==> src/verilog/dcache_geom_pkg.sv <==
`default_nettype none

package dcache_geom_pkg;

   // one data word and one byte address
   typedef logic [31:0] word_t;
   typedef logic [31:0] addr_t;

   // address split: tag 31..6, set 5..3, word select 2, byte 1..0
   typedef logic [25:0] tag_t;
   typedef logic [2:0]  set_idx_t;

   localparam int NUM_SETS = 8;
   localparam int NUM_WAYS = 2;

   // way number, also the per-set victim bit
   typedef logic way_t;

   typedef struct packed {
      tag_t  tag;
      word_t word0;
      word_t word1;
      logic  dirty;
      logic  valid;
   } line_t;

   // both lines of one set, indexed by way
   typedef line_t [NUM_WAYS-1:0] set_lines_t;

   function automatic tag_t addr_tag(input addr_t addr);
      return addr[31:6];
   endfunction

   function automatic set_idx_t addr_set(input addr_t addr);
      return addr[5:3];
   endfunction

   // high means word1 of the block
   function automatic logic addr_word(input addr_t addr);
      return addr[2];
   endfunction

   // rebuild a word address, byte bits are always zero
   function automatic addr_t block_addr(input tag_t tag, input set_idx_t idx, input logic word);
      return {tag, idx, word, 2'b00};
   endfunction

endpackage

`default_nettype wire

==> src/verilog/dcache_bus_pkg.sv <==
`default_nettype none

package dcache_bus_pkg;

   import dcache_geom_pkg::*;

   // processor request, held until hit
   typedef struct packed {
      logic  ren;
      logic  wen;
      addr_t addr;
      word_t store;
      logic  halt;
   } cpu_req_t;

   typedef struct packed {
      logic  hit;
      word_t load;
      logic  flushed;
   } cpu_rsp_t;

   // one word request toward memory
   typedef struct packed {
      logic  ren;
      logic  wen;
      addr_t addr;
      word_t store;
   } mem_req_t;

   // busy low completes the word, load valid in that cycle
   typedef struct packed {
      logic  busy;
      word_t load;
   } mem_rsp_t;

   // result of the tag compare
   typedef struct packed {
      logic  hit;
      way_t  way;
      word_t word;
   } lookup_t;

   // single line write into the store
   typedef struct packed {
      logic     en;
      set_idx_t set;
      way_t     way;
      line_t    line;
   } line_wr_t;

   typedef struct packed {
      logic     en;
      set_idx_t set;
      way_t     victim;
   } lru_wr_t;

endpackage

`default_nettype wire

==> src/verilog/dcache_store.sv <==
`default_nettype none

module dcache_store (
   input  logic                        CLK,
   input  logic                        nRST,
   input  dcache_geom_pkg::set_idx_t   rd_set,
   input  dcache_bus_pkg::line_wr_t    line_wr,
   input  dcache_bus_pkg::lru_wr_t     lru_wr,
   output dcache_geom_pkg::set_lines_t set_lines,
   output dcache_geom_pkg::way_t       victim
);

   import dcache_geom_pkg::*;

   // line array, one entry holds both ways of a set
   set_lines_t lines [NUM_SETS];

   // way to replace next, one bit per set
   logic [NUM_SETS-1:0] victims;

   always_ff @(posedge CLK or negedge nRST)
   begin
      if (!nRST)
      begin
         // all lines invalid, every set points at way 0
         for (int s = 0; s < NUM_SETS; s++)
         begin
            lines[s] <= '0;
         end
         victims <= '0;
      end
      else
      begin
         // one line per cycle
         if (line_wr.en)
         begin
            lines[line_wr.set][line_wr.way] <= line_wr.line;
         end
         // one lru bit per cycle, may hit a different set
         if (lru_wr.en)
         begin
            victims[lru_wr.set] <= lru_wr.victim;
         end
      end
   end

   // combinational read of a whole set
   assign set_lines = lines[rd_set];
   assign victim    = victims[rd_set];

   // a dirty line must also be valid, or the flush scan
   // and the victim write-back would disagree on what memory holds
   a_dirty_valid: assert property (
      @(posedge CLK) disable iff (!nRST)
      (line_wr.en && line_wr.line.dirty) |-> line_wr.line.valid
   ) else $error("store: line written dirty but not valid");

endmodule

`default_nettype wire

==> src/verilog/dcache_lookup.sv <==
`default_nettype none

module dcache_lookup (
   input  dcache_bus_pkg::cpu_req_t    req,
   input  dcache_geom_pkg::set_lines_t set_lines,
   output dcache_bus_pkg::lookup_t     result
);

   import dcache_geom_pkg::*;

   tag_t                req_tag;
   logic [NUM_WAYS-1:0] match;
   way_t                hit_way;
   line_t               hit_line;

   assign req_tag = addr_tag(req.addr);

   always_comb
   begin
      // a way matches only when valid with the same tag
      for (int w = 0; w < NUM_WAYS; w++)
      begin
         match[w] = set_lines[w].valid && (set_lines[w].tag == req_tag);
      end

      // two ways, so way 1 when it matches, else way 0
      hit_way  = match[1];
      hit_line = set_lines[hit_way];

      // hit only counts for a live request
      result.hit  = (req.ren || req.wen) && (|match);
      result.way  = hit_way;
      // bit 2 picks the word inside the block
      result.word = addr_word(req.addr) ? hit_line.word1 : hit_line.word0;

      // refill always goes to a missing block, so a tag
      // never lives in both ways of one set
      a_one_way: assert final ($onehot0(match))
         else $error("lookup: tag matches in both ways");
   end

endmodule

`default_nettype wire

==> src/verilog/dcache_ctrl.sv <==
`default_nettype none

module dcache_ctrl (
   input  logic                        CLK,
   input  logic                        nRST,
   input  dcache_bus_pkg::cpu_req_t    req,
   input  dcache_bus_pkg::lookup_t     result,
   input  dcache_geom_pkg::set_lines_t set_lines,
   input  dcache_geom_pkg::way_t       victim,
   input  dcache_bus_pkg::mem_rsp_t    mem_rsp,
   output dcache_bus_pkg::cpu_rsp_t    rsp,
   output dcache_bus_pkg::mem_req_t    mem_req,
   output dcache_geom_pkg::set_idx_t   rd_set,
   output dcache_bus_pkg::line_wr_t    line_wr,
   output dcache_bus_pkg::lru_wr_t     lru_wr
);

   import dcache_geom_pkg::*;

   typedef enum logic [3:0] {
      idle,
      wb0,
      wb1,
      fill0,
      fill1,
      scan,
      flush0,
      flush1,
      halted
   } state_t;

   // scan row: top bit is the way, the rest the set
   localparam int ROWS     = NUM_SETS * NUM_WAYS;
   localparam int ROW_W    = $clog2(ROWS);
   localparam logic [ROW_W-1:0] LAST_ROW = ROW_W'(ROWS - 1);

   state_t           state;
   state_t           next_state;
   way_t             miss_way;
   logic [ROW_W-1:0] scan_row;
   logic             scan_step;
   word_t            fill_word;

   tag_t     req_tag;
   set_idx_t req_set;
   logic     req_word;
   way_t     scan_way;
   set_idx_t scan_set;
   line_t    vline;
   line_t    sline;
   line_t    hline;

   assign req_tag  = addr_tag(req.addr);
   assign req_set  = addr_set(req.addr);
   assign req_word = addr_word(req.addr);

   // way 0 for all sets first, then way 1
   assign scan_way = scan_row[ROW_W-1];
   assign scan_set = scan_row[ROW_W-2:0];

   // victim line during a miss, scanned line during the flush
   assign vline = set_lines[miss_way];
   assign sline = set_lines[scan_way];
   assign hline = set_lines[result.way];

   always_ff @(posedge CLK or negedge nRST)
   begin
      if (!nRST)
      begin
         state    <= idle;
         miss_way <= '0;
         scan_row <= '0;
      end
      else
      begin
         state <= next_state;
         // victim is stable through the miss, so sample it while idle
         if (state == idle)
         begin
            miss_way <= victim;
         end
         // scan restarts from row 0 when leaving idle
         if (state == idle)
         begin
            scan_row <= '0;
         end
         else if (scan_step)
         begin
            scan_row <= scan_row + 1'b1;
         end
      end
   end

   // first refill word, held until the second arrives
   always_ff @(posedge CLK)
   begin
      if (state == fill0 && !mem_rsp.busy)
      begin
         fill_word <= mem_rsp.load;
      end
   end

   always_comb
   begin
      next_state  = state;
      scan_step   = 1'b0;
      rsp         = '0;
      rsp.load    = result.word;
      mem_req     = '0;
      line_wr     = '0;
      lru_wr      = '0;
      rd_set      = req_set;

      case (state)
         idle:
         begin
            // halt wins over any request
            if (req.halt)
            begin
               next_state = scan;
            end
            else if (result.hit)
            begin
               rsp.hit       = 1'b1;
               // the other way becomes the victim
               lru_wr.en     = 1'b1;
               lru_wr.set    = req_set;
               lru_wr.victim = ~result.way;
               if (req.wen)
               begin
                  // merge the store word, mark dirty
                  line_wr.en         = 1'b1;
                  line_wr.set        = req_set;
                  line_wr.way        = result.way;
                  line_wr.line       = hline;
                  line_wr.line.dirty = 1'b1;
                  if (req_word)
                  begin
                     line_wr.line.word1 = req.store;
                  end
                  else
                  begin
                     line_wr.line.word0 = req.store;
                  end
               end
            end
            else if (req.ren || req.wen)
            begin
               // miss, write back only a dirty victim
               if (set_lines[victim].valid && set_lines[victim].dirty)
               begin
                  next_state = wb0;
               end
               else
               begin
                  next_state = fill0;
               end
            end
         end
         wb0:
         begin
            mem_req.wen   = 1'b1;
            mem_req.addr  = block_addr(vline.tag, req_set, 1'b0);
            mem_req.store = vline.word0;
            if (!mem_rsp.busy)
            begin
               next_state = wb1;
            end
         end
         wb1:
         begin
            mem_req.wen   = 1'b1;
            mem_req.addr  = block_addr(vline.tag, req_set, 1'b1);
            mem_req.store = vline.word1;
            if (!mem_rsp.busy)
            begin
               next_state = fill0;
            end
         end
         fill0:
         begin
            mem_req.ren  = 1'b1;
            mem_req.addr = block_addr(req_tag, req_set, 1'b0);
            if (!mem_rsp.busy)
            begin
               next_state = fill1;
            end
         end
         fill1:
         begin
            mem_req.ren  = 1'b1;
            mem_req.addr = block_addr(req_tag, req_set, 1'b1);
            if (!mem_rsp.busy)
            begin
               // install the block in the victim way
               line_wr.en         = 1'b1;
               line_wr.set        = req_set;
               line_wr.way        = miss_way;
               line_wr.line.tag   = req_tag;
               line_wr.line.word0 = fill_word;
               line_wr.line.word1 = mem_rsp.load;
               line_wr.line.dirty = req.wen;
               line_wr.line.valid = 1'b1;
               lru_wr.en          = 1'b1;
               lru_wr.set         = req_set;
               lru_wr.victim      = ~miss_way;
               // request hits on the next idle cycle
               next_state         = idle;
            end
         end
         scan:
         begin
            rd_set = scan_set;
            if (sline.valid && sline.dirty)
            begin
               next_state = flush0;
            end
            else if (scan_row == LAST_ROW)
            begin
               next_state = halted;
            end
            else
            begin
               scan_step = 1'b1;
            end
         end
         flush0:
         begin
            rd_set        = scan_set;
            mem_req.wen   = 1'b1;
            mem_req.addr  = block_addr(sline.tag, scan_set, 1'b0);
            mem_req.store = sline.word0;
            if (!mem_rsp.busy)
            begin
               next_state = flush1;
            end
         end
         flush1:
         begin
            rd_set        = scan_set;
            mem_req.wen   = 1'b1;
            mem_req.addr  = block_addr(sline.tag, scan_set, 1'b1);
            mem_req.store = sline.word1;
            if (!mem_rsp.busy)
            begin
               // block is clean once both words are out
               line_wr.en         = 1'b1;
               line_wr.set        = scan_set;
               line_wr.way        = scan_way;
               line_wr.line       = sline;
               line_wr.line.dirty = 1'b0;
               if (scan_row == LAST_ROW)
               begin
                  next_state = halted;
               end
               else
               begin
                  scan_step  = 1'b1;
                  next_state = scan;
               end
            end
         end
         halted:
         begin
            rsp.flushed = 1'b1;
         end
         default:
         begin
            next_state = idle;
         end
      endcase
   end

   // memory sees one direction at a time
   a_one_dir: assert property (
      @(posedge CLK) disable iff (!nRST)
      !(mem_req.ren && mem_req.wen)
   ) else $error("ctrl: memory read and write together");

   // once flushed, flushed holds and memory stays quiet
   a_quiet_halt: assert property (
      @(posedge CLK) disable iff (!nRST)
      rsp.flushed |=> rsp.flushed && !(mem_req.ren || mem_req.wen)
   ) else $error("ctrl: memory request after flush");

endmodule

`default_nettype wire

==> src/verilog/dcache_top.sv <==
`default_nettype none

module dcache_top (
   input  logic                     CLK,
   input  logic                     nRST,
   input  dcache_bus_pkg::cpu_req_t cpu_req,
   output dcache_bus_pkg::cpu_rsp_t cpu_rsp,
   output dcache_bus_pkg::mem_req_t mem_req,
   input  dcache_bus_pkg::mem_rsp_t mem_rsp
);

   import dcache_geom_pkg::*;
   import dcache_bus_pkg::*;

   // set selected by control, read back whole
   set_idx_t   rd_set;
   set_lines_t set_lines;
   way_t       victim;

   // compare result and write ports
   lookup_t    result;
   line_wr_t   line_wr;
   lru_wr_t    lru_wr;

   dcache_store store_i (
      .CLK       (CLK),
      .nRST      (nRST),
      .rd_set    (rd_set),
      .line_wr   (line_wr),
      .lru_wr    (lru_wr),
      .set_lines (set_lines),
      .victim    (victim)
   );

   dcache_lookup lookup_i (
      .req       (cpu_req),
      .set_lines (set_lines),
      .result    (result)
   );

   dcache_ctrl ctrl_i (
      .CLK       (CLK),
      .nRST      (nRST),
      .req       (cpu_req),
      .result    (result),
      .set_lines (set_lines),
      .victim    (victim),
      .mem_rsp   (mem_rsp),
      .rsp       (cpu_rsp),
      .mem_req   (mem_req),
      .rd_set    (rd_set),
      .line_wr   (line_wr),
      .lru_wr    (lru_wr)
   );

endmodule

`default_nettype wire

==> config.mk <==
export PLATFORM = sky130hd
export DESIGN_NAME = dcache_top
export DESIGN_NICKNAME = d
export VERILOG_FILES = /design/src/verilog/dcache_geom_pkg.sv /design/src/verilog/dcache_bus_pkg.sv /design/src/verilog/dcache_store.sv /design/src/verilog/dcache_lookup.sv /design/src/verilog/dcache_ctrl.sv /design/src/verilog/dcache_top.sv
export SDC_FILE = /design/constraint.sdc
export NUM_CORES = 2
export LEC_CHECK = 0
export BUFFER_PORTS_ARGS = -buffer_cell sky130_fd_sc_hd__buf_4
export CAP_MARGIN = 40
export CORE_ASPECT_RATIO = 1.2
export CORE_MARGIN = 1.5
export CORE_UTILIZATION = 40
export DETAILED_ROUTE_END_ITERATION = 7
export HOLD_SLACK_MARGIN = 0.06
export PLACE_DENSITY = 0.65
export SETUP_SLACK_MARGIN = 0.1
export SLEW_MARGIN = 25
export SYNTH_ARGS = -nofsm -noshare
export SYNTH_HDL_FRONTEND = slang
export SYNTH_SLANG_ARGS = --single-unit
==> constraint.sdc <==
create_clock -name CLK -period 4.5 [get_ports CLK]
set_input_delay 0.225 -clock CLK [delete_from_list [all_inputs] [get_ports CLK]]
set_output_delay 0.225 -clock CLK [all_outputs]
set_load 0.03 [all_outputs]
==> impl_metrics.json <==
{
  "status": "finished with violations",
  "violations": "negative setup slack",
  "layout-drive-gt1-share_pct": 36.5,
  "r2r_setup_slack_ns": -1.27,
  "crit_top_cell": "buf_4",
  "leakage_nw": 49.8,
  "postSynthCellCount": 7739,
  "drt_drc_violations_left": 0,
  "period_needed_ns": 5.82,
  "grt_usage_pct": 30.6,
  "fp.dieW_microns": 413,
  "path_cells": "buf_4, mux4_2, a2bb2oi_1, a22oi_1, a31oi_1, buf_4, xnor2_1, buf_4, o211a_1, nand4_1, buf_4, nor4_4, buf_6, buf_12, buf_12, buf_12, buf_12, nand2_1, o21ai_1, buf_4, o21ai_2, buf_6, buf_6",
  "max-slew-margin-rel_pct": 29.1,
  "grt_max_degree": 160,
  "max-vdd-ir-drop_mv": 0.571,
  "antenna_found_initial": 12,
  "ys_warn_count": 0,
  "total_power_mw": 60.7,
  "yosys.area_share.simple_pct": 14.5,
  "finalCritPeriodShare_pct": 129,
  "grt_pass1_vias": 69600,
  "muxShareOfSynthArea_pct": 22.9,
  "cpMaxStageDelayCell": "mux4_2",
  "yosys.area_share.adder_pct": 0.0155,
  "cp-end-kind": "primary output",
  "fmax_ghz": 0.172,
  "area_delta_synth_final_pct": 31.9,
  "crit_buf_inv": 12,
  "slew_viol_final": 0,
  "yosysSeqAreaShare_pct": 47.4,
  "core_sq_um": 200000,
  "cp_data_required_time_ns": 4.28,
  "async_flop_share_pct": 97.9,
  "critPathMaxFanout": 13,
  "placementRows": 180,
  "setup_slack_ns": -1.32,
  "powerDensity_nw_per_um2": 572,
  "cp_top_family": "buffers and inverters",
  "max-clock-path-buffers": 3,
  "worstSkewPairLatency_ns": 0.85,
  "rsz0062_at_grt": "true",
  "skew_ns": 0.0686,
  "root_buffer": "clkbuf_16",
  "synth_top_flop_cell": "dfrtp_1",
  "viasPerCell": 6.34,
  "ios": 202,
  "dieArea_sq_um": 204000,
  "cts_buffers": 164,
  "drtIter0Drc": 9384,
  "fillerInstances": 16700,
  "cpPeakStageDelay_ns": 0.52,
  "start_kind": "flip-flop",
  "yosysUniqueCellTypes": 100,
  "hold_path_class": "input pin to flip-flop",
  "cts.htree.levels": 4,
  "synth_edf_count": 32,
  "maxCapViolCount": 0,
  "yosysTopAreaCell": "dfrtp_1",
  "clock-sinks": 1521,
  "dieHeight_microns": 495,
  "path_class": "flip-flop to primary output",
  "synth_top_family_by_area": "multiplexers",
  "wl_per_cell_microns": 29.6,
  "grt_pass1_wl_microns": 468000,
  "setup_viol": 1550,
  "synthesis.area_sq_um": 80600,
  "initial_core_util_pct": 40.2,
  "grt_overflow": 0,
  "yosysTopAreaCellShare_pct": 46.2,
  "gp_congestion": 1.00,
  "port_buffers": 197,
  "holdWs_ns": 0.117,
  "wl_microns": 336000,
  "vias": 72100,
  "synth-compound-area-share_pct": 10.6,
  "hold_viol_final": 0,
  "nNetsFinal": 8690,
  "synth-seq-cells": 1521,
  "synth_xor_area_share_pct": 0.185,
  "antenna_left": 0,
  "clkTransAtPathRegs_ns": 0.06,
  "worst_ep_arrival_time_ns": 5.60,
  "post-dp-hpwl_microns": 192000,
  "dr.pass1.iters": 7,
  "synth_area_leaders": "dfrtp_1 46%, mux2_2 16%, nand2_1 5.6%",
  "synth.avg_cell_area_sq_um": 10.4,
  "tritoncts": "done",
  "tightestPinTransition_ns": 1.06
}
where the power goes:
part	switching, mW	internal, mW	total, mW
logic	19.5	12.0	31.5
clock network	6.04	7.90	13.9
registers	0.598	14.7	15.3
timing repair:
item                                     CTS  global route
hold endpoints to repair                 404             2
gates resized for setup                  460           527
cloned                                    59            58
setup buffers                             90            77
endpoints found under the setup margin  1549          1554
hold buffers                              56             1
pin swaps                                 45            63
layer usage:
metal | global-route usage, % | vias up | part of all wire [%]
met2 | 46.9 | 4903 | 44
met3 | 7.33 | 1199 | 12
met4 | 14.8 | 10 | 6.0
li1 | - | 29500 | -
met1 | 40.6 | 36500 | 38
met5 | 0 | - | 0.015
stage by stage:
step / area, sq um / TNS (ns) / instances / util (%) / setup WS, ns
4_1_cts: 102000 / -1321.59 / 11200 / 51.0 / -1.18
2_1_floorplan: 80900 / 0 / 7740 / - / 0.0712
3_3_place_gp: 91600 / -1954.40 / 10700 / 45.7 / -1.64
5_1_grt: 106000 / -1561.16 / 11400 / 53.0 / -1.36
3_5_place_dp: 91700 / -1530.74 / 10700 / 45.8 / -1.28
6_report: 106000 / -1494.79 / 11400 / 53.0 / -1.32
sequential cells by signal (all words and copies together), names as in the netlist:
name              flops
ctrl_i.scan_row       4
store_i.lines      1472
ctrl_i.fill_word     32
store_i.victims       8
ctrl_i.state          4
ctrl_i.miss_way       1
worst paths after layout:
check	end	from	cells past startpoint
max in group asynchronous	store_i.lines[1155]	nRST	4
min reg2reg	store_i.lines[353]	store_i.lines[353]	1
max	cpu_rsp[2]	ctrl_i.scan_row[0]	23
max reg2reg	store_i.lines[444]	ctrl_i.scan_row[0]	24
min	store_i.lines[246]	cpu_req[29]	5
min in group asynchronous	store_i.lines[807]	nRST	3
kinds of logic after synthesis:
| group | after synthesis |
|---|---|
| muxes | 1644 |
| adders and majority gates | 1 |
| buffers and inverters | 764 |
| AOI/OAI and AO/OA | 1220 |
| xor gates and xnor gates | 17 |
| and+or+nand+nor | 2571 |
| DFF | 1521 |
| other | 1 |
layout make-up:
class,count,area (sq um),share of cell area [%]
Multi-Input combinational cell,5455,42000,39.5
Sequential cell,1521,38200,36.0
Timing Repair Buffer,1404,17000,16.0
Clock buffer,246,4910,4.62
Tap cell,2639,3300,3.11
Clock inverter,57,679,0.639
Inverter,41,154,0.145
Antenna cell,8,20.0,0.0188
tightest hold or removal path, stage by stage:
cell	delay (ns)
buf_4	0.11
and3_1	0.15
a211o_1	0.14
buf_12	0.14
mux2_2	0.14
synth_stat cells, types with 128 or more instances:
master / count
dfrtp_1: 1489
nand2_1: 1202
mux2_2: 1168
nand3_1: 634
clkbuf_1: 420
mux2_1: 342
nor2_1: 273
a211oi_1: 232
a21oi_1: 226
o21ai_0: 185
and3_1: 170
buf_2: 136
mux2i_1: 128
placed cells by master, fill, tap and decap left out, types with 213 or more instances in the layout:
master / netlist / layout
nand3_1: 634 / 628
buf_12: 0 / 253
nor2_1: 273 / 250
mux2_2: 1168 / 817
buf_4: 79 / 834
mux2_1: 342 / 307
a211oi_1: 232 / 219
clkbuf_16: 0 / 213
dfrtp_1: 1489 / 1485
mux2_4: 0 / 386
nand2_1: 1202 / 1190
No activity file was read; power rests on OpenSTA's default activity.
